## config.mk

```make
export PLATFORM = sky130hd
export DESIGN_NAME = uart_resp_tx
export DESIGN_NICKNAME = d
export VERILOG_FILES = /design/src/hw/psram_pkg.sv /design/src/hw/uart_resp_tx.sv
export SDC_FILE = /design/constraint.sdc
export NUM_CORES = 1
export LEC_CHECK = 0
export BUFFER_PORTS_ARGS = -buffer_cell sky130_fd_sc_hd__buf_2
export CAP_MARGIN = 20
export CORE_UTILIZATION = 35
export DETAILED_ROUTE_END_ITERATION = 8
export GPL_TIMING_DRIVEN = 0
export PLACE_DENSITY_LB_ADDON = 0.25
export SYNTH_ARGS = -nofsm -noshare
export SYNTH_HDL_FRONTEND = slang
export SYNTH_SLANG_ARGS = --single-unit
```

## constraint.sdc

```tcl
create_clock -name clk50MHz -period 1.6 [get_ports clk50MHz]
set_input_delay 0.08 -clock clk50MHz [delete_from_list [all_inputs] [get_ports clk50MHz]]
set_output_delay 0.08 -clock clk50MHz [all_outputs]
set_load 0.03 [all_outputs]
```

## src/hw/psram_pkg.sv

```systemverilog
package psram_pkg;

  localparam int ADDR_W = 23; // Word address into the PSRAM.
  localparam int DATA_W = 16;

  localparam logic [7:0] OP_WRITE = 8'h57;
  localparam logic [7:0] OP_READ  = 8'h52;
  localparam logic [7:0] RESP_ACK = 8'h4B;

  // One memory request as built from a UART frame.
  typedef struct packed {
    logic              is_write;
    logic [ADDR_W-1:0] addr;
    logic [DATA_W-1:0] wdata;
  } mem_req_t;

  // Read data travels back with its flag, a write only needs the flag.
  typedef struct packed {
    logic              is_read;
    logic [DATA_W-1:0] rdata;
  } mem_resp_t;

endpackage

```

## src/hw/uart_resp_tx.sv

```systemverilog
`timescale 1ns/1ns

module uart_resp_tx import psram_pkg::*; #(
  parameter int CLKS_PER_BIT = 434
) (
  input  logic      clk50MHz,
  input  logic      rst_n,
  input  mem_resp_t resp_data,
  input  logic      resp_empty,
  output logic      resp_pop,
  output logic      tx
);
  localparam int CNT_W = $clog2(CLKS_PER_BIT);

  logic             busy;
  logic             second_pend;
  logic [7:0]       second_byte;
  logic [9:0]       frame; // Stop, data and start bits, sent from bit 0.
  logic [3:0]       bit_idx;
  logic [CNT_W-1:0] cnt;

  assign resp_pop = !busy && !resp_empty;
  assign tx       = frame[0];

  always_ff @(posedge clk50MHz) begin
    if (!rst_n) begin
      busy        <= 1'b0;
      second_pend <= 1'b0;
      frame       <= '1;
      bit_idx     <= '0;
      cnt         <= '0;
    end else if (resp_pop) begin
      busy        <= 1'b1;
      cnt         <= '0;
      bit_idx     <= '0;
      second_pend <= resp_data.is_read;
      second_byte <= resp_data.rdata[7:0];
      frame <= {1'b1, resp_data.is_read ? resp_data.rdata[15:8] : RESP_ACK, 1'b0};
    end else if (busy) begin
      cnt <= cnt + 1'b1;
      if (cnt == CLKS_PER_BIT - 1) begin
        cnt     <= '0;
        frame   <= {1'b1, frame[9:1]};
        bit_idx <= bit_idx + 1'b1;
        if (bit_idx == 4'd9) begin
          bit_idx <= '0;
          if (second_pend) begin
            second_pend <= 1'b0;
            frame       <= {1'b1, second_byte, 1'b0};
          end else begin
            busy <= 1'b0;
          end
        end
      end
    end
  end

endmodule

```

==> out/qor.yml <==
outcome: "finished, final reports clean"
slew_viol_final: 0
drc: 0
min_path_cells: 2
total_power_uw: 1620
cp_cell_sequence: "ha_4 > and4_4 > nand4_1 > or3_1 > a21oi_2"
die_w_um: 65.9
critPathCaptureType: "flop"
ys_seq_area_frac: 0.504
die_h_um: 65.9
clock_latency_ns: 0.29
wl_per_cell_um: 13.6
hpwl_mm: 2.13
period_needed_ns: 1.52
drt_pass1_iterations: 4
setup-tns-final_ns: 0
most-common-layout-cells: "22 x buf_2, 22 x dfxtp_1, 11 x nand3_1, 10 x nor2_1"
ios: 22
die_area_sq_mm: 0.00435
tritoncts: "built"
p_per_area_mw_per_mm2: 889
final_nets: 202
vdd_drop_max_mv: 0.522
tightest_slew_ns: 0.290
initial_core_util: 0.376
slew_headroom: 0.806
routed_wl_mm: 3.11
cp_max_fo: 5
gp_congestion: 0.780
clockBufferDepth: 2
grt_pass1_wl_mm: 5.09
cts_buffers: 5
cpPeakStageDelay_ns: 0.43
final-setup-viol-count: 0
io_buffers: 21
cts.clk_slew.worst_paths_ns: 0.06
grt_max_degree: 11
num_antenna_cells: 0
core_region_area_sq_mm: 0.00380
period_share: 0.950
clock-root-buffer: "clkbuf_8"
hold_path_class: "in -> reg"
rsz0062_at_grt: "no"
syn_area_per_cell_sq_um: 10.2
drv_cap: 0
drive_above_1_share: 0.287
leakage_uw: 0.000700
viasPerCell: 5.22
area_delta_synth_final_pct: 27.2
h-tree-depth: 2
track_usage: 0.158
worst-setup-path-type: "reg -> reg"
ys_types: 38
syn_inst: 140
grt_pass1_vias: 1179
globalRouteOverflowTotal: 0
row_count: 22
hold_violations: 0
route.vias.total: 1196
drtIter0Drc: 36
fmax_mhz: 658
r2r_cells: 5
slowest_stage: "or3_1"
ant_nets: 0
numClockSinks: 32
ys_ff_latch: 32
ys_warn_count: 0
crit_required_ns: 1.82
syn_nets: 162
antenna_found_initial: 0
skew_ns: 0.00300
start_kind: "flop"
synthesis.area_sq_mm: 0.00143
critPathArrivalTime_ns: 1.74
==> kinds of logic (layout without fill, tap and decap cells) <==
logic type,after synthesis,count (layout),synth area share
xor+xnor,7,7,0.0429
mux,6,6,0.0420
flops,32,32,0.504
fa+ha+maj,2,2,0.0175
compound gates,30,30,0.147
buf+inv,7,48,0.0245
simple gates,56,56,0.222
==> path summary, 6_finish.rpt <==
path / from / endpoint / slack, ns
worst min register to register: frame[1] / frame[0] / 0.49
worst min-delay path: rst_n / frame[0] / 0.02
worst max register to register: cnt[0] / bit_idx[1] / 0.08
worst max-delay path: cnt[0] / bit_idx[1] / 0.08
==> worst max-delay path: cells and delay by family, from the launching register on <==
family          cells  cell delay [ns]
simple gates        3             0.81
flops               1             0.38
compound gates      1             0.11
fa+ha+maj           1             0.15
==> Yosys cell counts <==
| cell | n | area, sq um |
|---|---|---|
| nor2_2 | 1 | 6.26 |
| or3_4 | 1 | 11.3 |
| dfxtp_1 | 24 | 480 |
| o21a_1 | 1 | 7.51 |
| o31ai_4 | 1 | 21.3 |
| ha_1 | 2 | 25.0 |
| o211ai_1 | 3 | 22.5 |
| clkbuf_1 | 1 | 3.75 |
| nand2_2 | 1 | 6.26 |
| buf_6 | 1 | 11.3 |
| o21ai_0 | 7 | 35.0 |
| a221oi_2 | 1 | 15.0 |
| a211oi_1 | 2 | 15.0 |
| a21oi_1 | 8 | 40.0 |
| nand3_1 | 11 | 55.1 |
| nor3_1 | 4 | 20.0 |
| buf_2 | 1 | 5.00 |
| and4_2 | 2 | 20.0 |
| edfxtp_1 | 8 | 240 |
| nand2_1 | 7 | 26.3 |
| and2_1 | 1 | 6.26 |
| nor3_4 | 1 | 16.3 |
| nor2b_1 | 2 | 12.5 |
| a31oi_1 | 3 | 18.8 |
| or3_1 | 4 | 25.0 |
| and3_1 | 1 | 6.26 |
| mux2i_1 | 6 | 60.1 |
| and2b_1 | 1 | 7.51 |
| nand4_1 | 4 | 25.0 |
| nand3b_1 | 1 | 7.51 |
| nor4_1 | 1 | 6.26 |
| or2_2 | 1 | 6.26 |
| inv_1 | 4 | 15.0 |
| and4bb_2 | 1 | 12.5 |
| nor2_1 | 11 | 41.3 |
| o32ai_1 | 4 | 35.0 |
| xnor2_1 | 3 | 26.3 |
| xor2_1 | 4 | 35.0 |
==> state kept, by name, indices dropped and copies added (netlist names) <==
name and cells:
bit_idx 4, busy 1, cnt 9, frame 9, second_byte 8, second_pend 1
==> area by class of cell <==
class,instances,area (sq um)
buffer,2,16.3
clock buffer,5,68.8
clock inverter,3,13.8
fill,369,1980
inverter,4,15.0
multi-input combinational,101,699
sequential,32,723
tap,48,60.1
timing repair buffer,34,223
==> repair_timing <==
| item | CTS | global route |
|---|---|---|
| hold endpoints to repair | 8 | 0 |
| cloned | 0 | 0 |
| buffers inserted | 4 | 1 |
| setup endpoints to repair | 23 | 10 |
| pin swaps | 2 | 4 |
| gates resized for setup | 3 | 7 |
| hold buffers | 8 | 0 |
==> where the power goes <==
part | internal, uW | switching [uW] | total [uW]
clock | 295 | 298 | 592
sequential | 860 | 17.5 | 877
combinational | 72.9 | 75.0 | 148
==> per-layer routing <==
| layer | track usage | vias up | part of all wire |
|---|---|---|---|
| met5 | 0 | - | 0 |
| met4 | 0.0870 | 0 | 0.015 |
| met3 | 0.0431 | 5 | 0.040 |
| met2 | 0.265 | 24 | 0.48 |
| met1 | 0.179 | 568 | 0.46 |
| li1 | - | 599 | - |
==> through the flow <==
step	hold slack [ns]	utilization	instance area, sq um	worst slack, ns	std cells
finish	0.0204	0.479	1820	0.0800	229
global route	0.0553	0.479	1820	0.0123	229
CTS	0.0138	0.473	1800	0.0310	229
detailed placement	0.258	0.420	1600	-0.206	209
global placement	0.256	0.420	1600	-0.163	209
floorplan	0.152	-	1430	0.0473	140
(Power assumes the default switching activity.)
