### src/hw/psram_pkg.sv
package psram_pkg;

  localparam int ADDR_W = 23; // Word address into the PSRAM.
  localparam int DATA_W = 16;

  localparam logic [7:0] OP_WRITE = 8'h57;
  localparam logic [7:0] OP_READ  = 8'h52;
  localparam logic [7:0] RESP_ACK = 8'h4B;

  // One memory request as built from a UART frame.
  typedef struct packed {
    logic              is_write;
    logic [ADDR_W-1:0] addr;
    logic [DATA_W-1:0] wdata;
  } mem_req_t;

  // Read data travels back with its flag, a write only needs the flag.
  typedef struct packed {
    logic              is_read;
    logic [DATA_W-1:0] rdata;
  } mem_resp_t;

endpackage

### src/hw/sync_fifo.sv
`timescale 1ns/1ns

module sync_fifo import psram_pkg::*; #(
  parameter type payload_t  = mem_req_t,
  parameter int  FIFO_DEPTH = 4
) (
  input  logic     clk50MHz,
  input  logic     rst_n,
  input  logic     push,
  input  payload_t wdata,
  output logic     full,
  input  logic     pop,
  output payload_t rdata,
  output logic     empty
);
  localparam int PTR_W = $clog2(FIFO_DEPTH);
  localparam int CNT_W = $clog2(FIFO_DEPTH + 1);
  localparam logic [PTR_W-1:0] LAST = PTR_W'(FIFO_DEPTH - 1);

  payload_t         mem [FIFO_DEPTH];
  logic [PTR_W-1:0] wr_ptr;
  logic [PTR_W-1:0] rd_ptr;
  logic [CNT_W-1:0] count;
  logic             do_push;
  logic             do_pop;

  assign full    = (count == CNT_W'(FIFO_DEPTH));
  assign empty   = (count == '0);
  assign do_push = push && !full;
  assign do_pop  = pop && !empty;
  assign rdata   = mem[rd_ptr]; // Head is visible before the pop.

  always_ff @(posedge clk50MHz) begin
    if (do_push) mem[wr_ptr] <= wdata;
  end

  always_ff @(posedge clk50MHz) begin
    if (!rst_n) begin
      wr_ptr <= '0;
      rd_ptr <= '0;
      count  <= '0;
    end else begin
      if (do_push) wr_ptr <= (wr_ptr == LAST) ? '0 : wr_ptr + 1'b1;
      if (do_pop)  rd_ptr <= (rd_ptr == LAST) ? '0 : rd_ptr + 1'b1;
      count <= count + CNT_W'(do_push) - CNT_W'(do_pop);
    end
  end

endmodule

### config.mk
export PLATFORM = sky130hd
export DESIGN_NAME = sync_fifo
export DESIGN_NICKNAME = d
export VERILOG_FILES = /design/src/hw/psram_pkg.sv /design/src/hw/sync_fifo.sv
export SDC_FILE = /design/constraint.sdc
export NUM_CORES = 1
export LEC_CHECK = 0
export ABC_AREA = 1
export BUFFER_PORTS_ARGS = -buffer_cell sky130_fd_sc_hd__buf_2
export CORE_MARGIN = 2
export CORE_UTILIZATION = 35
export CTS_BUF_LIST = sky130_fd_sc_hd__clkbuf_8
export DETAILED_ROUTE_END_ITERATION = 10
export SYNTH_ARGS = -nofsm -noshare
export SYNTH_HDL_FRONTEND = slang
export SYNTH_SLANG_ARGS = --single-unit
### constraint.sdc
create_clock -name clk50MHz -period 3.6 [get_ports clk50MHz]
set_clock_uncertainty 0.15 [all_clocks]
set_input_delay 0 -clock clk50MHz [delete_from_list [all_inputs] [get_ports clk50MHz]]
set_output_delay 0 -clock clk50MHz [all_outputs]
set_load 0.05 [all_outputs]
==> run summary <==
Tot GR Track Use: 0.145
Total clock buffers created by CTS: 17
Number of buffers added on ports: 85
Share of synthesized area occupied by flip-flops and latches: 0.762
Most used cells in the layout excluding fill and tap cells: sky130_fd_sc_hd__edfxtp_1, sky130_fd_sc_hd__nor2_1, sky130_fd_sc_hd__buf_2
Fraction of layout cells with a size suffix above 1: 0.229
Hpwl dp: 8.16 mm
Nets: 632
Overall power of the completed layout: 6.12 mW
Starting DRT DRC Count: 368
Post-detailed-routing wire length: 13.6 mm
Seq. cell area: 0.00499 sq mm
Final design utilization: 0.425
Synth unique cells: 24
Fraction of post-synthesis cell area in the top cell type by area: 0.734
Actual slew at the worst max-slew pin: 831 ps
Longest individual stage delay on the worst path: 690 ps
Initial antenna violation count: 0
Area inside the core boundary: 0.0185 sq mm
Post-route minimum period: 2640 ps
Class of the most critical hold timing path: primary input to register
Yosys reg bits: 169
Final setup slack of the worst path: 963 ps
Global-route wire length before repair: 21.8 mm
Most frequent standard cell in the layout excluding fill and tap cells: sky130_fd_sc_hd__edfxtp_1
Dominant cell type by area after synthesis: sky130_fd_sc_hd__edfxtp_1
Count of max-cap constraint violations: 0
Synthesized area per cell: 14.4 sq um
Setup TNS: 0 ps
Largest net degree at the start of global routing: 82
Layout Area Growth over Synthesis: 20.3%
CP max-delay cell: sky130_fd_sc_hd__inv_2
Kind of cell adding the most delay to the critical path: buffers and inverters
Power per cell area: 777 mW/mm^2
Fin. Hold Viols: 0
Post-route ant nets: 0
Deepest level of the CTS H-tree: 4
Total overflow reported by the global router: 0
Number of vias per cell after detailed routing: 4.79
DR pass1 iterations: 5
Dominant cells by area after synthesis: sky130_fd_sc_hd__edfxtp_1, sky130_fd_sc_hd__nor2_1, sky130_fd_sc_hd__o22ai_1
Global-route track usage on met1: 0.192
RSZ-0062 raised after global routing: false
Die Footprint: 0.0198 sq mm
Post-synthesis cell count: 453
I/O pin cnt: 86
Clock tree from TritonCTS: built
Crit path max fanout: 41
Final-report setup violation count: 0
Arrival time reported for the critical path endpoint: 2490 ps
Worst setup path class: register to primary output
Leakage: 2.81 nW
Total number of yosys warnings: 0
Detailed-route DRC error count: 0
Area taken by multi-input logic gates: 0.00125 sq mm
Vert. Die Dim: 141 um
Cell area after synthesis: 0.00655 sq mm
Number of buffers inserted to repair setup after CTS: 0
Die Wd: 141 um
Number of vias after detailed routing: 3962
Relative slew margins: 0.446
FILL cells: 1711
Clock root buffer: sky130_fd_sc_hd__clkbuf_8
Routed len/inst: 16.4 um
Required time worst endpoint: 3450 ps
Register clock-pin slew on the reported worst setup and hold paths: 90 ps
Clock sink count: 169
Number of standard-cell rows in the floorplan: 50
Later-pin clock latency in the skew report: 450 ps
Most used routing layer in global routing: met2
Max Clock Freq: 0.379 GHz
Deepest clock path buffer count: 2
Worst VDD drop: 0.448 mV
Crit share post-route: 0.732
Met2 routing resource usage after global routing: 0.229
Status: finished, final reports clean
Placer's final routability congestion estimate: 0.734
Via count of the first global-routing pass: 4053
Initial cell density of the core: 0.353
Number of nets produced by synthesis: 505
Number of antenna repair diodes: 0
Met3 track utilization from global routing: 0.0452
Max-slew violation count: 0
Setup Slack @ Placement: 1290 ps
Kind of start point of the critical path: register
Number of buffers and inverters on the critical path: 2
Critical path cell sequence: inv_2, o21ai_1, o22ai_1, buf_2
Element type at the critical path end: primary output
sequential cells by signal, summed over array words and instances, names as in the netlist, named ones only:
| name | count |
|---|---|
| mem | 160 |
| wr_ptr | 2 |
| rd_ptr | 2 |
| count | 3 |
metal layers:
layer  part of all wire  up-vias
met2               0.49       95
li1                   -     1924
met5                  0        -
met1               0.46     1938
met4             0.0064        0
met3              0.046        5
power by group:
group	switching [mW]	total, mW	internal [mW]
Combinational	1.73	2.26	0.530
Clock	0.705	1.26	0.559
Sequential	0.189	2.60	2.41
Total	2.62	6.12	3.50
cell type report:
class	instances	share of cell area
clock buffers	17	0.0297
clock inverters	15	0.0181
inverters	17	0.00969
multi-input cells	242	0.158
flip-flops and latches	169	0.634
well taps	234	0.0372
repair buffers	133	0.113
per-stage QoR:
stage	hold WS [ps]	cell area, sq um	cells
final	150	7880	827
after floorplan	-56.5	6550	453
after CTS	119	7880	827
after global routing	119	7880	827
after global placement	64.0	7070	752
after detailed placement	67.2	7070	752
cells by family after synthesis:
| group | synth area share |
|---|---|
| compound gates | 0.103 |
| xor+xnor | 0.00134 |
| fa+ha+maj | 0.0164 |
| buf+inv | 0.0524 |
| flops | 0.762 |
| simple gates | 0.0656 |
path summary, 6_finish.rpt:
| kind | start | end | slack [ps] | cells past startpoint |
|---|---|---|---|---|
| max | register | rdata[37] | 960 | 4 |
| min | wdata[31] | mem[1][31] | 150 | 2 |
| max reg2reg | count[1] | mem[1][10] | 1320 | 5 |
| min reg2reg | rd_ptr[1] | register | 380 | 2 |
Yosys cell counts:
cell type,number
sky130_fd_sc_hd__a21oi_1,2
sky130_fd_sc_hd__buf_12,4
sky130_fd_sc_hd__buf_2,8
sky130_fd_sc_hd__buf_4,4
sky130_fd_sc_hd__buf_6,5
sky130_fd_sc_hd__buf_8,4
sky130_fd_sc_hd__dfxtp_1,9
sky130_fd_sc_hd__edfxtp_1,160
sky130_fd_sc_hd__fa_1,1
sky130_fd_sc_hd__ha_1,7
sky130_fd_sc_hd__inv_1,16
sky130_fd_sc_hd__inv_12,1
sky130_fd_sc_hd__nand2_1,12
sky130_fd_sc_hd__nand2_2,1
sky130_fd_sc_hd__nand3_1,1
sky130_fd_sc_hd__nand3b_1,1
sky130_fd_sc_hd__nor2_1,94
sky130_fd_sc_hd__nor2_2,1
sky130_fd_sc_hd__o21ai_0,40
sky130_fd_sc_hd__o21ai_1,37
sky130_fd_sc_hd__o21ai_2,3
sky130_fd_sc_hd__o22ai_1,40
sky130_fd_sc_hd__or2_2,1
sky130_fd_sc_hd__xnor2_1,1
what timing repair did:
item,CTS,global route
gates resized for setup,0,0
hold endpoints to repair,169,0
hold buffers,43,0
Note: power is estimated with default switching activity, not from simulation.
