### src/hw/psram_pkg.sv
package psram_pkg;

  localparam int ADDR_W = 23; // Word address into the PSRAM.
  localparam int DATA_W = 16;

  localparam logic [7:0] OP_WRITE = 8'h57;
  localparam logic [7:0] OP_READ  = 8'h52;
  localparam logic [7:0] RESP_ACK = 8'h4B;

  // One memory request as built from a UART frame.
  typedef struct packed {
    logic              is_write;
    logic [ADDR_W-1:0] addr;
    logic [DATA_W-1:0] wdata;
  } mem_req_t;

  // Read data travels back with its flag, a write only needs the flag.
  typedef struct packed {
    logic              is_read;
    logic [DATA_W-1:0] rdata;
  } mem_resp_t;

endpackage

### src/hw/apb_if.sv
`timescale 1ns/1ns

interface apb_if #(
  parameter int AW = 23,
  parameter int DW = 16
);
  logic          psel;
  logic          penable;
  logic          pwrite;
  logic [AW-1:0] paddr;
  logic [DW-1:0] pwdata;
  logic [DW-1:0] prdata;
  logic          pready;

  modport master (output psel, penable, pwrite, paddr, pwdata, input prdata, pready);
  modport slave  (input psel, penable, pwrite, paddr, pwdata, output prdata, pready);
endinterface

### src/hw/apb_bus_master.sv
`timescale 1ns/1ns

module apb_bus_master import psram_pkg::*; (
  input  logic      clk50MHz,
  input  logic      rst_n,
  input  mem_req_t  req_data,
  input  logic      req_empty,
  output logic      req_pop,
  apb_if.master     apb,
  output logic      resp_push,
  output mem_resp_t resp_data,
  input  logic      resp_full
);
  typedef enum logic [1:0] {S_IDLE, S_SETUP, S_ACCESS} state_t;

  state_t state;

  // A new request is taken only when its response is sure to find room.
  assign req_pop   = (state == S_IDLE) && !req_empty && !resp_full;
  assign resp_push = (state == S_ACCESS) && apb.pready;

  assign resp_data.is_read = !apb.pwrite;
  assign resp_data.rdata   = apb.pwrite ? '0 : apb.prdata;

  always_ff @(posedge clk50MHz) begin
    if (!rst_n) begin
      state       <= S_IDLE;
      apb.psel    <= 1'b0;
      apb.penable <= 1'b0;
    end else begin
      case (state)
        S_IDLE: if (req_pop) begin
          apb.psel   <= 1'b1;
          apb.pwrite <= req_data.is_write;
          apb.paddr  <= req_data.addr;
          apb.pwdata <= req_data.wdata;
          state      <= S_SETUP;
        end
        S_SETUP: begin
          apb.penable <= 1'b1;
          state       <= S_ACCESS;
        end
        S_ACCESS: if (apb.pready) begin
          apb.psel    <= 1'b0;
          apb.penable <= 1'b0;
          state       <= S_IDLE;
        end
        default: state <= S_IDLE;
      endcase
    end
  end

endmodule

### src/flat_wrapper.sv
// flat-port wrapper written by rule: the top's interface ports become plain ports
module apb_bus_master_flat import psram_pkg::*;
  (clk50MHz, rst_n, req_data, req_empty, req_pop, resp_push, resp_data, resp_full, apb_psel, apb_penable, apb_pwrite, apb_paddr, apb_pwdata, apb_prdata, apb_pready);
  apb_if apb_i ();
  input  logic clk50MHz;
  input  logic rst_n;
  input  mem_req_t req_data;
  input  logic req_empty;
  output logic req_pop;
  output logic resp_push;
  output mem_resp_t resp_data;
  input  logic resp_full;
  output wire logic [$bits(apb_i.psel)-1:0] apb_psel;
  output wire logic [$bits(apb_i.penable)-1:0] apb_penable;
  output wire logic [$bits(apb_i.pwrite)-1:0] apb_pwrite;
  output wire logic [$bits(apb_i.paddr)-1:0] apb_paddr;
  output wire logic [$bits(apb_i.pwdata)-1:0] apb_pwdata;
  input wire logic [$bits(apb_i.prdata)-1:0] apb_prdata;
  input wire logic [$bits(apb_i.pready)-1:0] apb_pready;
  assign apb_psel = apb_i.psel;
  assign apb_penable = apb_i.penable;
  assign apb_pwrite = apb_i.pwrite;
  assign apb_paddr = apb_i.paddr;
  assign apb_pwdata = apb_i.pwdata;
  assign apb_i.prdata = apb_prdata;
  assign apb_i.pready = apb_pready;
  apb_bus_master u_core (.clk50MHz(clk50MHz), .rst_n(rst_n), .req_data(req_data), .req_empty(req_empty), .req_pop(req_pop), .apb(apb_i), .resp_push(resp_push), .resp_data(resp_data), .resp_full(resp_full));
endmodule
### config.mk
export PLATFORM = sky130hd
export DESIGN_NAME = apb_bus_master_flat
export DESIGN_NICKNAME = d
export VERILOG_FILES = /design/src/hw/psram_pkg.sv /design/src/hw/apb_if.sv /design/src/hw/apb_bus_master.sv /design/src/flat_wrapper.sv
export SDC_FILE = /design/constraint.sdc
export NUM_CORES = 1
export LEC_CHECK = 0
export BUFFER_PORTS_ARGS = -buffer_cell sky130_fd_sc_hd__buf_4
export CORE_ASPECT_RATIO = 2
export CORE_MARGIN = 1
export CORE_UTILIZATION = 30
export CTS_CLUSTER_DIAMETER = 50
export DETAILED_ROUTE_END_ITERATION = 7
export PLACE_DENSITY = 0.71
export SYNTH_ARGS = -nofsm -noshare
export SYNTH_HDL_FRONTEND = slang
export SYNTH_SLANG_ARGS = --single-unit
### constraint.sdc
create_clock -name clk50MHz -period 6.3 [get_ports clk50MHz]
set_clock_uncertainty 0.05 [all_clocks]
set_input_delay 0.63 -clock clk50MHz [delete_from_list [all_inputs] [get_ports clk50MHz]]
set_output_delay 0.63 -clock clk50MHz [all_outputs]
set_load 0.01 [all_outputs]
==> reports/metrics.csv, run 1 <==
metric,value,unit
dp_hpwl,3.18,mm
drc,0,
crit_type,register to output pin,
power,601,uW
clock_latency,280,ps
finalCriticalPeriod,2060,ps
synth_area_per_cell,20.3,um2
r2r_cells,2,
grt_usage,0.149,
final_area,2560,um2
avgRoutedWirePerCell,15.2,um
clock_sinks,44,
leakage,0.00113,uW
hold_depth,2,
die_y,101,um
grt_max_degree,41,
ios,122,
vias_per_cell,4.38,
finalNonFillerCells,256,
required,5620,ps
final_max_slew_viol_count,0,
grt_pass1_wl,5.24,mm
ctsLongestPathBuffers,2,
cts_inserted_buffers,5,
grt_pass1_vias,1051,
clk_pin_slew,80,ps
dpl_cell_area,2450,um2
drt_iter0_drc,17,
power_density,235,nW/um2
reg2reg_from,u_core.state[1],
nFillCells,415,
die_area,5240,um2
synth-seq-cells,44,
portBuffers,121,
first_pass_iters,2,
hp-start,u_core.apb.psel,
synthTopCellsByArea,"edfxtp_1 81%, nor2b_1 6.8%, dfxtp_1 5.4%, nor4_4 1.4%, and2_1 0.84%",
die_w,51.7,um
final_util,0.547,
slew_headroom,0.400,
seq_area_frac_synth,0.865,
netlist_instances,73,
synth_common_cells,"40 x edfxtp_1, 16 x nor2b_1, 4 x dfxtp_1",
n_antenna_cell,0,
crit_fanout,18,
ir_drop,0.342,mV
place.gp.congestion,0.702,
ctsResizeCount,0,
rsz0062_at_grt,false,
tns,0,ps
synth_top_cell_by_area,edfxtp_1,
dp.cells,248,
outcome,completed,
netlist_area,1480,um2
synth.distinct_cells,14,
critPathMaxStageDelay,620,ps
critical_path_arrival,1380,ps
wl,3.90,mm
path_cells,"nor2b_1, buf_4",
tritoncts,yes,
start_util,0.316,
yosys_most_used_dff,edfxtp_1,
ff2ff_setup_slack,4360,ps
endpoint_kind,output pin,
reg2reg_to,u_core.apb.paddr[8],
cts_root_buffer,clkbuf_8,
period_share,0.327,
ctsHtreeMaxLevel,2,
synth.most_common_cell,edfxtp_1,
setup_viol,0,
final_net_count,261,
hold_path_end,u_core.apb.psel,
ys_warn_count,0,
drive_gt1_frac,0.647,
vias,1121,
critPathLaunchType,register,
ant_nets,0,
cts_hold_buf,0,
synth_fp_nets,134,
grt-ovfl-total,0,
hold_path_class,register to register,
yosysTopAreaCellShare,0.811,
layout-area-overhead-vs-synth,72.9,%
async_reset_ff_frac,0,
antenna_found_initial,0,
cap_violations,0,
rows,35,
crit_slowest_cell,edfxtp_1,
core_area,4690,um2
tightest_slew,900,ps
hold_violations,0,
synth-edff-count,40,
timing.fmax,485,MHz
post_cts_buffers,0,
placed cells by master, fill, tap and decap left out:
master       n
nand2_1      1
o211a_1      1
edfxtp_1    40
dfxtp_1      4
clkbuf_8     5
bufinv_16    1
and2_1       1
nor2b_1     16
inv_1        2
nor3b_1      1
nand3b_1     1
nor4_4       1
o2bb2ai_1    1
o21a_1       1
clkinv_1     2
and2b_2      1
and2_2       1
buf_4      121
layer usage:
| metal | track usage | up-vias | wire [um] |
|---|---|---|---|
| met5 | 0 | - | 0 |
| met4 | 0.0769 | 0 | 96 |
| met3 | 0.0556 | 8 | 395 |
| met2 | 0.296 | 76 | 2360 |
| met1 | 0.114 | 517 | 1050 |
| li1 | - | 520 | - |
worst max-delay path: cells and delay by family (launching register included):
kind                   cells  cell delay (ps)
buffers and inverters      1              170
DFF                        1              620
and+or+nand+nor            1              310
registers in the layout, indices dropped and copies added (netlist names):
register            count
u_core.apb.pwrite       1
u_core.state            2
u_core.apb.paddr       23
u_core.apb.penable      1
u_core.apb.psel         1
u_core.apb.pwdata      16
report_power, final:
part	total (uW)	switching (uW)	internal (uW)
registers	333	3.89	329
clock network	204	88.3	115
logic	64.8	23.2	41.5
cell families (layout without fill, tap and decap cells):
| group | count (synthesis) | in the layout | synth area share |
|---|---|---|---|
| buf+inv | 3 | 131 | 0.00844 |
| simple gates | 23 | 23 | 0.109 |
| flops | 44 | 44 | 0.865 |
| compound gates | 3 | 3 | 0.0177 |
final cells by class:
type,instances,area (um2),area share
Multi-Input combinational cell,26,189,0.0738
Clock inverter,3,37.5,0.0147
Tap cell,55,68.8,0.0269
Inverter,2,7.51,0.00293
Sequential cell,44,1280,0.500
Timing Repair Buffer,121,908,0.355
Clock buffer,5,68.8,0.0269
through the flow:
| stage | worst slack [ps] | hold slack, ps |
|---|---|---|
| CTS | 4230 | 403 |
| global placement | 4060 | 399 |
| finish | 4240 | 400 |
| global route | 4200 | 443 |
| floorplan | 3860 | 424 |
| detailed placement | 4010 | 392 |
worst max-delay path by stage:
| stage | startpoint | endpoint | slack [ps] | depth (start not counted) |
|---|---|---|---|---|
| 6_report | u_core.apb.pwrite | resp_data[9] | 4240 | 2 |
| 2_1_floorplan | req_empty | u_core.apb.paddr[0] | 3860 | 2 |
| 4_1_cts | u_core.apb.pwrite | resp_data[9] | 4230 | 2 |
| 3_3_place_gp | req_empty | u_core.apb.paddr[13] | 4060 | 3 |
| 5_1_grt | u_core.apb.pwrite | resp_data[7] | 4200 | 2 |
| 3_5_place_dp | req_empty | u_core.apb.paddr[19] | 4010 | 3 |
Note: power is estimated with default switching activity, not from simulation.
==> run 2: changes to the inputs <==
--- a/config.mk
+++ b/config.mk
@@ -11,7 +11,7 @@
 export CORE_UTILIZATION = 30
 export CTS_CLUSTER_DIAMETER = 50
 export DETAILED_ROUTE_END_ITERATION = 7
-export PLACE_DENSITY = 0.71
+export PLACE_DENSITY = 0.73
 export SYNTH_ARGS = -nofsm -noshare
 export SYNTH_HDL_FRONTEND = slang
 export SYNTH_SLANG_ARGS = --single-unit
==> constraint.sdc (replaced) <==
create_clock -name clk50MHz -period 1.85 [get_ports clk50MHz]
set_clock_uncertainty 0.05 [all_clocks]
set_input_delay 0.185 -clock clk50MHz [delete_from_list [all_inputs] [get_ports clk50MHz]]
set_output_delay 0.185 -clock clk50MHz [all_outputs]
set_load 0.01 [all_outputs]
==> run 2 against run 1 <==
Effect of this change:
- hold slack got worse by 390 ps
- routed wire length fell by 4.2%
- cell area rose by 3.6%
- global-route usage fell by 0.74 points
- critical endpoint is now resp_data[12]
==> reports/metrics.csv, run 2 (synthesized netlist as in run 1, its figures left out) <==
metric,value,unit
die_y,101,um
period_share,0.810,
tightest_slew,504,ps
ir_drop,0.563,mV
hold_depth,1,
place.gp.congestion,0.717,
cts_inserted_buffers,5,
crit_type,register to output pin,
hold_ws,14.3,ps
outcome,completed,
critical_path_arrival,1260,ps
layout_common_cells,"121 x buf_4, 40 x edfxtp_1, 16 x nor2b_1",
core_area,4690,um2
grt_max_degree,41,
clk_pin_slew,80,ps
grt_pass1_wl,5.11,mm
antenna_found_initial,0,
die_area,5240,um2
power.net_switching,395,uW
setup_viol,0,
drt_iter0_drc,11,
layout-area-overhead-vs-synth,79.1,%
switching_share,0.191,
power,2070,uW
critPathLaunchType,register,
tritoncts,yes,
cap_violations,0,
final_area,2650,um2
die_w,51.7,um
required,1620,ps
top_regs,"u_core.apb.paddr: 23 flops, u_core.apb.pwdata: 16 flops, u_core.state: 2 flops",
vias,1128,
dp.cells,249,
top_register,u_core.apb.paddr,
power_density,780,nW/um2
drc,0,
largest_reg_flops,23,
comb_power_share,0.113,
ctsHtreeMaxLevel,2,
final_net_count,269,
hold_path_class,primary input to register,
p_int,1670,uW
grt_pass1_vias,1047,
clock_latency,280,ps
dpl_cell_area,2470,um2
drive_gt1_frac,0.632,
hold_violations,0,
avgRoutedWirePerCell,14.1,um
vias_per_cell,4.27,
hold_path_end,u_core.apb.paddr[15],
grt_usage,0.142,
hp-start,req_data[31],
finalNonFillerCells,264,
grt-ovfl-total,0,
reg2reg_from,u_core.state[1],
final_common_cell,buf_4,
clock_sinks,44,
rsz0062_at_grt,false,
power.share.clock,0.340,
final_max_slew_viol_count,0,
r2r_cells,3,
leakage,0.00117,uW
endpoint_kind,output pin,
ant_nets,0,
post_cts_buffers,0,
start_util,0.316,
cts_root_buffer,clkbuf_8,
ios,122,
slew_headroom,0.664,
portBuffers,121,
tns,0,ps
rows,35,
first_pass_iters,2,
timing.fmax,667,MHz
power_frac_seq,0.547,
wl,3.73,mm
ff2ff_setup_slack,350,ps
finalCriticalPeriod,1500,ps
crit_fanout,18,
ctsLongestPathBuffers,2,
reg2reg_to,u_core.apb.pwdata[5],
n_antenna_cell,0,
[run 2: cell type report]
cell class,count,area [um2]
Clock buffer,6,72.6
Clock inverter,2,35.0
Multi-Input combinational cell,26,189
Sequential cell,44,1280
Fill cell,433,2030
Inverter,2,7.51
Tap cell,55,68.8
Timing Repair Buffer,129,998
[run 2: how the worst max path moves through the flow]
stage,startpoint,end,slack (ps),cells past startpoint
after floorplan,u_core.state[1],u_core.apb.paddr[0],70,2
after global placement,u_core.state[1],u_core.apb.pwdata[8],370,3
after detailed placement,u_core.state[1],u_core.apb.paddr[6],350,3
after CTS,u_core.apb.pwrite,resp_data[12],320,2
after global routing,u_core.state[1],u_core.apb.pwdata[14],250,3
final,u_core.apb.pwrite,resp_data[12],350,2
[run 2: per-layer routing]
layer / GRT usage / vias up / wire length, um / part of all wire
met5: 0 / - / 0 / 0
met4: 0.0936 / 0 / 133 / 0.036
met3: 0.0495 / 10 / 329 / 0.088
met2: 0.259 / 76 / 2190 / 0.59
met1: 0.123 / 506 / 1080 / 0.29
li1: - / 536 / - / -
[run 2: metrics by stage]
stage / utilization / worst slack (ps)
final: 0.566 / 352
after global routing: 0.566 / 249
after floorplan: - / 67.3
after detailed placement: 0.528 / 355
after global placement: 0.528 / 372
after CTS: 0.551 / 317
[run 2: timing repair]
| item | CTS | global route |
|---|---|---|
| hold buffers | 0 | 7 |
| endpoints found under the hold margin | 0 | 7 |
| gates resized for setup | 0 | 0 |
[run 2: power by group through the flow]
| stage | Clock [uW] | Combinational, uW | Sequential [uW] |
|---|---|---|---|
| floorplan | 0 | 40.3 | 1170 |
| CTS | 728 | 226 | 1130 |
| global route | 767 | 251 | 1130 |
| finish | 703 | 234 | 1130 |
| detailed placement | 0 | 225 | 1150 |
| global placement | 0 | 221 | 1150 |
[run 2: critical path, cell delays in order, from the launching register on]
cell,delay (ps)
edfxtp_1,610
nor2b_1,220
buf_4,140
