**src/hw/psram_pkg.sv**
```systemverilog
package psram_pkg;

  localparam int ADDR_W = 23; // Word address into the PSRAM.
  localparam int DATA_W = 16;

  localparam logic [7:0] OP_WRITE = 8'h57;
  localparam logic [7:0] OP_READ  = 8'h52;
  localparam logic [7:0] RESP_ACK = 8'h4B;

  // One memory request as built from a UART frame.
  typedef struct packed {
    logic              is_write;
    logic [ADDR_W-1:0] addr;
    logic [DATA_W-1:0] wdata;
  } mem_req_t;

  // Read data travels back with its flag, a write only needs the flag.
  typedef struct packed {
    logic              is_read;
    logic [DATA_W-1:0] rdata;
  } mem_resp_t;

endpackage

```
**src/hw/uart_cmd_decoder.sv**
```systemverilog
`timescale 1ns/1ns

module uart_cmd_decoder import psram_pkg::*; (
  input  logic       clk50MHz,
  input  logic       rst_n,
  input  logic [7:0] byte_data,
  input  logic       byte_valid,
  output logic       req_push,
  output mem_req_t   req_data,
  input  logic       req_full
);
  typedef enum logic [1:0] {S_IDLE, S_ADDR, S_DATA, S_PUSH} state_t;

  state_t     state;
  logic [1:0] byte_cnt;

  // While the FIFO is full the request waits here and new bytes are dropped.
  assign req_push = (state == S_PUSH) && !req_full;

  always_ff @(posedge clk50MHz) begin
    if (!rst_n) begin
      state    <= S_IDLE;
      byte_cnt <= '0;
    end else begin
      case (state)
        S_IDLE: if (byte_valid) begin
          byte_cnt          <= '0;
          req_data.is_write <= (byte_data == OP_WRITE);
          req_data.wdata    <= '0;
          if (byte_data == OP_WRITE || byte_data == OP_READ) state <= S_ADDR;
        end
        S_ADDR: if (byte_valid) begin
          req_data.addr <= {req_data.addr[ADDR_W-9:0], byte_data}; // MSB first.
          byte_cnt      <= byte_cnt + 1'b1;
          if (byte_cnt == 2'd2) begin
            byte_cnt <= '0;
            state    <= req_data.is_write ? S_DATA : S_PUSH;
          end
        end
        S_DATA: if (byte_valid) begin
          req_data.wdata <= {req_data.wdata[7:0], byte_data};
          byte_cnt       <= byte_cnt + 1'b1;
          if (byte_cnt == 2'd1) state <= S_PUSH;
        end
        S_PUSH: if (!req_full) state <= S_IDLE;
        default: state <= S_IDLE;
      endcase
    end
  end

endmodule

```
**config.mk**
```make
export PLATFORM = sky130hd
export DESIGN_NAME = uart_cmd_decoder
export DESIGN_NICKNAME = d
export VERILOG_FILES = /design/src/hw/psram_pkg.sv /design/src/hw/uart_cmd_decoder.sv
export SDC_FILE = /design/constraint.sdc
export NUM_CORES = 1
export LEC_CHECK = 0
export BUFFER_PORTS_ARGS = -buffer_cell sky130_fd_sc_hd__buf_2
export CORE_UTILIZATION = 50
export CTS_CLUSTER_SIZE = 10
export DETAILED_ROUTE_END_ITERATION = 10
export GPL_TIMING_DRIVEN = 0
export PLACE_DENSITY = 0.76
export SLEW_MARGIN = 10
export SYNTH_ARGS = -nofsm -noshare
export SYNTH_HDL_FRONTEND = slang
export SYNTH_SLANG_ARGS = --single-unit
```
**constraint.sdc**
```tcl
create_clock -name clk50MHz -period 2.54 [get_ports clk50MHz]
set_input_delay 0.127 -clock clk50MHz [delete_from_list [all_inputs] [get_ports clk50MHz]]
set_output_delay 0.127 -clock clk50MHz [all_outputs]
set_load 0.02 [all_outputs]
```
==> impl_metrics.ini, run 1 <==
[status]
status = finished, final reports clean

[placement]
hpwl_um = 2070
gp_congestion = 0.718
port-buffer-count = 52
dp.cells = 205

[setup_path]
r2r_start = state[0]
critPathMaxStageDelay_ps = 440
startpoint_type = flop
critPathCaptureType = flop
crit_type = reg2reg
rr_worst_depth = 6
reg2reg_to = state[0]
cpMaxStageDelayCell = dfxtp_1
crit_path_max_fanout = 6
required_ps = 2790
arrival_ps = 2240
cp_cell_sequence = inv_1, ha_1, nor2b_1, a2111o_1, o41a_1, o211a_1
cp-startpoint = state[0]
r2r_slack_ps = 560

[yosys]
synth_cell_types = 27
synth-seq-cells = 44
synth.avg_cell_area_um2 = 16.2
synth_top_cell_area_share = 0.692
ys_seq_area_frac = 0.738
synthMuxAreaShare = 0.0123
synthTopCellsByArea = edfxtp_1 69%, and2_1 6.1%, ha_1 5.8%
synth_fa_ha_area_frac = 0.0577
synth_area_leader_cell = edfxtp_1
synth.net_count = 127
synth_simple_gate_area_frac = 0.123
synth_top_family_by_area = simple AND/OR/NAND/NOR gates
synth_edf_count = 40
yosysWarnings = 0
ys.flop_type = edfxtp_1
synth-async-reset-ratio = 0
syn-cell-area_um2 = 1740
yosys.area_share.xor_xnor = 0.00505
syn_inst = 107
synth_compound_area_frac = 0.0483

[die]
row_count = 21
die_y_um = 60.9
core_area_um2 = 3340
die_w_um = 60.9
ioPinCount = 53
start_util = 0.520
dieArea_um2 = 3710

[global_routing]
grt_overflow = 0
grt_pass1_vias = 976
grt_max_degree = 24
track_usage = 0.168
antenna_found_initial = 0
grt_pass1_wl_um = 4250

[final_layout]
nNetsFinal = 194
multiInputGateArea_um2 = 428
fillers = 267
num_antenna_cells = 0
syn2layout_area_growth_pct = 27.3
stdcell_count = 221
ff_latch_area_um2 = 1280
drive_gt1_frac = 0.343

[cts]
cts.sinks = 44
root_buffer = clkbuf_4
ctsHtreeMaxLevel = 2
clk_pin_slew_ps = 120
clock_latency_ps = 340
post_cts_buffers = 0
cts_tree = yes
ctsLongestPathBuffers = 2
cts_inserted_buffers = 5

[timing]
tightest_slew_ps = 990
holdWs_ps = 72.9
finClkSkew_ps = 8.89
layout_min_cycle_time_ps = 1980
drv_slew = 0
hold_violations = 0
fin_tns_setup_ps = 0
max_freq_ghz = 0.504
rsz0062_at_grt = no
setup_violations = 0
relSlewSlack = 0.340
period_share = 0.781

[min_path]
hold_depth = 2
holdPathEnd = byte_cnt[0]
hold_class = in2reg
holdCritStartpoint = rst_n

[detailed_routing]
post-route-drc-count = 0
first_iter_violations = 31
drtPass1Iterations = 4
wire_per_inst_um = 13.0
num_vias = 1067
via_per_inst = 4.83
routed_wirelength_um = 2870
ant_nets = 0

[power_and_ir_drop]
p_leak_nw = 0.904
p_per_area_nw_per_um2 = 575
ir_worst_vdd_v = 0.000326
power_w = 0.00127

[run]
drv_cap = 0
cells by family after synthesis:
logic type,count (synthesis)
xor+xnor,1
fa+ha+maj,8
mux,2
flops,44
compound gates,10
simple gates,35
buf+inv,7
cell type report:
| cell class | count | area share |
|---|---|---|
| Clock inverter | 2 | 0.0159 |
| Sequential cell | 44 | 0.580 |
| Timing Repair Buffer | 60 | 0.154 |
| Clock buffer | 6 | 0.0187 |
| Buffer | 2 | 0.00340 |
| Inverter | 5 | 0.00849 |
| Tap cell | 46 | 0.0260 |
| Multi-Input combinational cell | 56 | 0.194 |
cell usage in the layout, fill, tap and decap left out, drive strengths merged, types with 2 or more instances in the layout:
cell type     n
buf          52
edfxtp       40
and2         17
ha            8
dlygate4sd3   8
clkbuf        8
inv           5
nor2b         5
nand2         4
dfxtp         4
and3          2
o211a         2
a21oi         2
per-layer routing:
metal	wire, µm	part of all wire	vias up	GRT usage
li1	-	-	524	-
met1	1220	0.42	499	0.182
met2	1450	0.51	40	0.292
met3	163	0.057	4	0.0597
met4	34	0.012	0	0.0844
met5	0	0	-	0
power breakdown:
group | internal [W] | switching [W] | leakage (nW)
clock network | 0.000206 | 0.000210 | 0.0422
registers | 0.000791 | 0.00000287 | 0.407
logic | 0.0000261 | 0.0000334 | 0.454
total | 0.00102 | 0.000246 | 0.904
Yosys cell counts (all sizes together) (2+ instances only):
| library cell | n |
|---|---|
| edfxtp | 40 |
| and2 | 17 |
| ha | 8 |
| inv | 5 |
| nor2b | 5 |
| dfxtp | 4 |
| nand2 | 4 |
| a21oi | 2 |
| and3 | 2 |
| clkbuf | 2 |
| o211a | 2 |
registers in the layout (all words and copies together) (netlist names):
signal	cells
byte_cnt	2
state	2
req_data	40
stage by stage:
stage,area [µm²],setup slack (ps),utilization
global route,2210,380,0.662
detailed placement,2050,543,0.615
global placement,2050,621,0.615
floorplan,1740,748,-
CTS,2210,527,0.662
finish,2210,557,0.662
critical path: cells and delay by family, from the launching register on:
family / cells / cell delay (ps)
AO/OA/AOI/OAI: 3 / 910
adder cells (fa/ha/maj): 1 / 270
buffers and inverters: 1 / 110
flip-flops: 1 / 440
AND/OR/NAND/NOR: 1 / 150
how the worst max path moves through the flow:
| stage | end | slack, ps |
|---|---|---|
| 2_1_floorplan | state[0] | 750 |
| 3_3_place_gp | req_data[13] | 620 |
| 3_5_place_dp | req_data[13] | 540 |
| 4_1_cts | req_data[10] | 530 |
| 5_1_grt | req_data[4] | 380 |
| 6_report | state[0] | 560 |
what timing repair did:
action / CTS / global route
gates resized for setup: 0 / 0
hold buffers: 8 / 0
hold endpoints to repair: 8 / 0
(Power assumes the default switching activity.)
==> run 2, diff against run 1 <==
--- a/config.mk
+++ b/config.mk
@@ -5,12 +5,13 @@
 export SDC_FILE = /design/constraint.sdc
 export NUM_CORES = 1
 export LEC_CHECK = 0
+export ABC_AREA = 1
 export BUFFER_PORTS_ARGS = -buffer_cell sky130_fd_sc_hd__buf_2
-export CORE_UTILIZATION = 50
+export CORE_UTILIZATION = 46
 export CTS_CLUSTER_SIZE = 10
 export DETAILED_ROUTE_END_ITERATION = 10
 export GPL_TIMING_DRIVEN = 0
-export PLACE_DENSITY = 0.76
+export PLACE_DENSITY = 0.73
 export SLEW_MARGIN = 10
 export SYNTH_ARGS = -nofsm -noshare
 export SYNTH_HDL_FRONTEND = slang
==> constraint.sdc (replaced) <==
create_clock -name clk50MHz -period 1.6 [get_ports clk50MHz]
set_input_delay 0.08 -clock clk50MHz [delete_from_list [all_inputs] [get_ports clk50MHz]]
set_output_delay 0.08 -clock clk50MHz [all_outputs]
set_load 0.02 [all_outputs]
==> run 2 against run 1 <==
Wire length up 7.5%. Die area increased by 13%. Setup slack got worse by 440 ps. Power rose to 2.6 times the previous value. Clock power up 94%. Synthesized area is 4.6% higher. Critical path type unchanged. Critical endpoint unchanged. Largest cell class unchanged. Highest routed layer unchanged.
==> impl_metrics.ini, run 2 <==
[setup_path]
crit_type = reg2reg
cp_cell_sequence = inv_1, ha_1, buf_6, inv_6, nor2_4, nor2_4, nand2_2, nor2_4, nand3_1, nand2_1, nor2_1
critPathMaxStageDelay_ps = 380
startpoint_type = flop
reg2reg_to = state[0]
required_ps = 1790
r2r_start = state[0]
crit_path_max_fanout = 10
rr_worst_depth = 11
path_buf_inv = 3
path_delay_family = simple AND/OR/NAND/NOR gates
arrival_ps = 1660
critPathCaptureType = flop
crit_path_frequent_cell = nor2_4
cpMaxStageDelayCell = dfxtp_2
r2r_slack_ps = 120

[final_layout]
layout_common_cells = 53 x buf_2, 40 x edfxtp_1, 32 x nand2_1, 29 x inv_1, 10 x nor2_1
syn2layout_area_growth_pct = 27.5
utilization = 0.623
reg.largest.list = req_data: 40 flops, byte_cnt: 2 flops, state: 2 flops
multiInputGateArea_um2 = 423
fillers = 316
top_register = req_data
fin_area_um2 = 2310
largest_register_ffs = 40
nNetsFinal = 233
drive_gt1_frac = 0.346
num_antenna_cells = 0
ff_latch_area_um2 = 1280
final_common_cell = buf_2

[yosys]
yosysWarnings = 0
synth_cell_types = 19
syn-cell-area_um2 = 1820
yosysMostFrequentCell = edfxtp_1
synth_area_leader_cell = edfxtp_1
ys_seq_area_frac = 0.706
synth_top_cell_area_share = 0.662
ys_top_cells_by_count = 40 x edfxtp_1, 32 x nand2_1, 30 x inv_1
synth.net_count = 170
ys.flop_type = edfxtp_1
synth-seq-cells = 44
synthTopCellsByArea = edfxtp_1 66%, nand2_1 6.6%, inv_1 6.2%
syn_inst = 150
synth.avg_cell_area_um2 = 12.1
synth_edf_count = 40
synth-async-reset-ratio = 0

[detailed_routing]
wire_per_inst_um = 11.8
post-route-drc-count = 0
drtPass1Iterations = 4
num_vias = 1193
ant_nets = 0
via_per_inst = 4.55
routed_wirelength_um = 3080
first_iter_violations = 39

[global_routing]
grt_max_degree = 17
track_usage = 0.166
grt_pass1_vias = 1134
grt_overflow = 0
antenna_found_initial = 0
grt_pass1_wl_um = 5160

[min_path]
hold_class = in2reg
holdCritStartpoint = byte_data[7]
hold_depth = 1
holdPathEnd = req_data[23]

[cts]
clock_latency_ps = 290
cts.sinks = 44
ctsHtreeMaxLevel = 2
root_buffer = clkbuf_8
clk_pin_slew_ps = 80
cts_tree = yes
ctsLongestPathBuffers = 2
cts_inserted_buffers = 5

[die]
ioPinCount = 53
start_util = 0.489
die_y_um = 64.8
row_count = 22
dieArea_um2 = 4200
core_area_um2 = 3720
die_w_um = 64.8

[timing]
holdWs_ps = 8.37
rsz0062_at_grt = no
hold_violations = 0
drv_slew = 0
max_freq_ghz = 0.676
period_share = 0.924
finClkSkew_ps = 3.49
finalWorstSetupSlack_ps = 121
tightest_slew_ps = 344
setup_violations = 0
relSlewSlack = 0.770
layout_min_cycle_time_ps = 1480

[power_and_ir_drop]
p_per_area_nw_per_um2 = 1410
ir_worst_vdd_v = 0.000803
p_leak_nw = 1.08

[placement]
port-buffer-count = 52
hpwl_um = 2270
gp_congestion = 0.712
place_area_um2 = 2150
post-place-ws_ps = -66.0

[run]
drv_cap = 0

[status]
status = finished, final reports clean
==> run 2: cell type report <==
| type | count | area share |
|---|---|---|
| buffer | 2 | 0.00703 |
| inverter | 32 | 0.0541 |
| clock buffer | 6 | 0.0314 |
| multi-input combinational | 73 | 0.183 |
| sequential | 44 | 0.554 |
| clock inverter | 2 | 0.0151 |
| tap | 48 | 0.0259 |
| timing repair buffer | 55 | 0.130 |
==> run 2: timing repair <==
action                                  in CTS  in global routing
pin swaps                                    2                  0
cloned                                       1                  0
endpoints found under the setup margin      39                  2
hold endpoints to repair                     2                  0
gates resized for setup                      1                  2
hold buffers                                 2                  0
setup buffers                                1                  0
==> run 2: kinds of logic after synthesis <==
group / count (synthesis) / synth area share
AOI/OAI and AO/OA: 13 / 0.0393
adders and majority gates: 8 / 0.0551
buffers and inverters: 34 / 0.0779
DFF: 44 / 0.706
and+or+nand+nor: 51 / 0.122
==> run 2: metrics by stage <==
stage / setup TNS, ps / power (W) / std cells
floorplan: 0 / 0.00221 / 150
global placement: -2100 / 0.00242 / 250
detailed placement: -2190 / 0.00245 / 250
CTS: 0 / 0.00330 / 262
global route: 0 / 0.00348 / 262
finish: 0 / 0.00327 / 262
==> run 2: worst max path at each step <==
stage / cells after the start / from / slack (ps) / endpoint
2_1_floorplan: 5 / state[0] / 130 / req_data[0]
3_3_place_gp: 3 / state[0] / -60 / req_data[32]
3_5_place_dp: 5 / state[0] / -70 / req_data[14]
4_1_cts: 11 / state[0] / 40 / state[0]
5_1_grt: 11 / state[0] / 10 / state[1]
6_report: 11 / state[0] / 120 / state[0]
==> run 2: metal layers <==
metal	share of wire	wire, µm	vias to the layer above	GRT usage
met2	0.51	1560	38	0.298
li1	-	-	608	-
met5	0	0	-	0
met3	0.056	174	5	0.0405
met1	0.42	1310	542	0.194
met4	0.013	40	0	0.0500
==> run 2: report_power, final <==
group / switching (W) / internal, W / leakage (nW) / total (W)
clock: 0.000346 / 0.000463 / 0.0552 / 0.000809
sequential: 0.0000697 / 0.00145 / 0.405 / 0.00151
combinational: 0.000633 / 0.000313 / 0.622 / 0.000946
==> run 3, diff against run 2 <==
--- a/config.mk
+++ b/config.mk
@@ -12,6 +12,7 @@
 export DETAILED_ROUTE_END_ITERATION = 10
 export GPL_TIMING_DRIVEN = 0
 export PLACE_DENSITY = 0.73
+export REMOVE_ABC_BUFFERS = 1
 export SLEW_MARGIN = 10
 export SYNTH_ARGS = -nofsm -noshare
 export SYNTH_HDL_FRONTEND = slang
==> run 3 against run 2 <==
Core utilization rose by 0.44 points. Die area did not move. Count of clock-buffer cells in the layout fell by 1. Final cell count rose by 0.76%. Power fell by 4.1%. Wire length fell by 2.4%. Clock power fell by 18%. Setup slack improved by 21 ps. Sequential power barely moved. Flip-flop and latch count did not move. Largest power group unchanged. Highest routed layer unchanged.
==> impl_metrics.ini, run 3 (synthesized netlist as in run 2, its figures left out) <==
[final_layout]
drive_gt1_frac = 0.352
layout_common_cells = 52 x buf_2, 40 x edfxtp_1, 32 x nand2_1, 30 x inv_1, 10 x nor2_1
final_common_cell = buf_2
fillers = 310
largest_register_ffs = 40
multiInputGateArea_um2 = 424
nNetsFinal = 235
syn2layout_area_growth_pct = 28.4
top_register = req_data
stdcell_count = 264
reg.largest.list = req_data: 40 flops, byte_cnt: 2 flops, state: 2 flops
utilization = 0.627
ff_latch_area_um2 = 1280
num_antenna_cells = 0

[global_routing]
grt_max_degree = 20
track_usage = 0.157
grt_pass1_wl_um = 4890
antenna_found_initial = 0
grt_overflow = 0
grt_pass1_vias = 1122

[setup_path]
arrival_ps = 1460
critPathMaxStageDelay_ps = 350
startpoint_type = flop
path_buf_inv = 3
cpMaxStageDelayCell = dfxtp_2
crit_type = reg2reg
cp_cell_sequence = inv_1, ha_4, inv_6, a21oi_4, buf_12
crit_path_max_fanout = 19
path_delay_family = buffers and inverters
required_ps = 1600
rr_worst_depth = 5
critPathCaptureType = flop
cp.depth = 5

[die]
start_util = 0.489
dieArea_um2 = 4200
ioPinCount = 53
die_w_um = 64.8
core_area_um2 = 3720
die_y_um = 64.8
row_count = 22

[min_path]
hold_class = in2reg
hold_depth = 1

[placement]
gp_congestion = 0.761
hpwl_um = 2190
port-buffer-count = 52
dp.cells = 249

[timing]
period_share = 0.911
tightest_slew_ps = 282
setup_violations = 0
hold_violations = 0
max_freq_ghz = 0.686
drv_slew = 0
layout_min_cycle_time_ps = 1460
relSlewSlack = 0.811
holdWs_ps = 16.6
finClkSkew_ps = 6.28
fin_tns_setup_ps = 0
rsz0062_at_grt = no

[cts]
cts_inserted_buffers = 5
cts_tree = yes
clock_latency_ps = 290
clk_pin_slew_ps = 80
ctsHtreeMaxLevel = 2
root_buffer = clkbuf_8
ctsLongestPathBuffers = 2
cts.sinks = 44

[detailed_routing]
routed_wirelength_um = 3010
wire_per_inst_um = 11.4
first_iter_violations = 113
post-route-drc-count = 0
ant_nets = 0
num_vias = 1208
drtPass1Iterations = 4
via_per_inst = 4.58

[power_and_ir_drop]
switching_power_w = 0.00106
seq_power_share = 0.485
p_per_area_nw_per_um2 = 1350
intPower_w = 0.00208
pwr-share-clk = 0.211
p_leak_nw = 1.09
ir_worst_vdd_v = 0.000739
power_frac_comb = 0.304
switching_share = 0.338

[run]
drv_cap = 0

[status]
status = finished, final reports clean
[run 3: final cells by class]
type	count	area share
tap	48	0.0258
multi-input combinational	72	0.182
sequential	44	0.551
clock inverter	3	0.00805
inverter	32	0.0537
timing repair buffer	60	0.150
clock buffer	5	0.0295
[run 3: what timing repair did]
action,CTS,global route
pin swaps,1,2
setup endpoints to repair,34,16
setup buffers,1,2
endpoints found under the hold margin,4,0
gates resized for setup,4,2
hold buffers,4,0
[run 3: metrics by stage]
stage | total power (W) | instance area [µm²] | setup WS, ps
after CTS | 0.00315 | 2310 | 29.8
after global routing | 0.00334 | 2330 | 3.90
after global placement | 0.00237 | 2120 | -1110
final | 0.00314 | 2330 | 142
after detailed placement | 0.00241 | 2140 | -696
after floorplan | 0.00216 | 1800 | -653
[run 3: power groups by stage]
stage               registers (W)  clock network, W  logic [W]
floorplan                 0.00167                 0   0.000488
global placement          0.00154                 0   0.000827
detailed placement        0.00154                 0   0.000869
CTS                       0.00152          0.000684   0.000949
global route              0.00154          0.000726    0.00108
finish                    0.00152          0.000662   0.000953
[run 3: layer usage]
layer	vias to the layer above	global-route usage	part of all wire
met3	2	0.0493	0.071
met2	41	0.277	0.51
met4	0	0.0583	0.0063
met1	557	0.176	0.42
met5	-	0	0
li1	608	-	-
[run 3: final timing paths]
path	end	from	slack (ps)
setup / recovery	req_data[8]	state[0]	140
hold / removal	req_data[23]	byte_data[7]	20
setup reg to reg	req_data[8]	state[0]	140
hold reg to reg	req_data[37]	req_data[29]	450
[run 3: worst register-to-register path, stage by stage, from the launching register on]
cell and delay [ps]:
dfxtp_2 350, inv_1 140, ha_4 300, inv_6 70, a21oi_4 140, buf_12 160
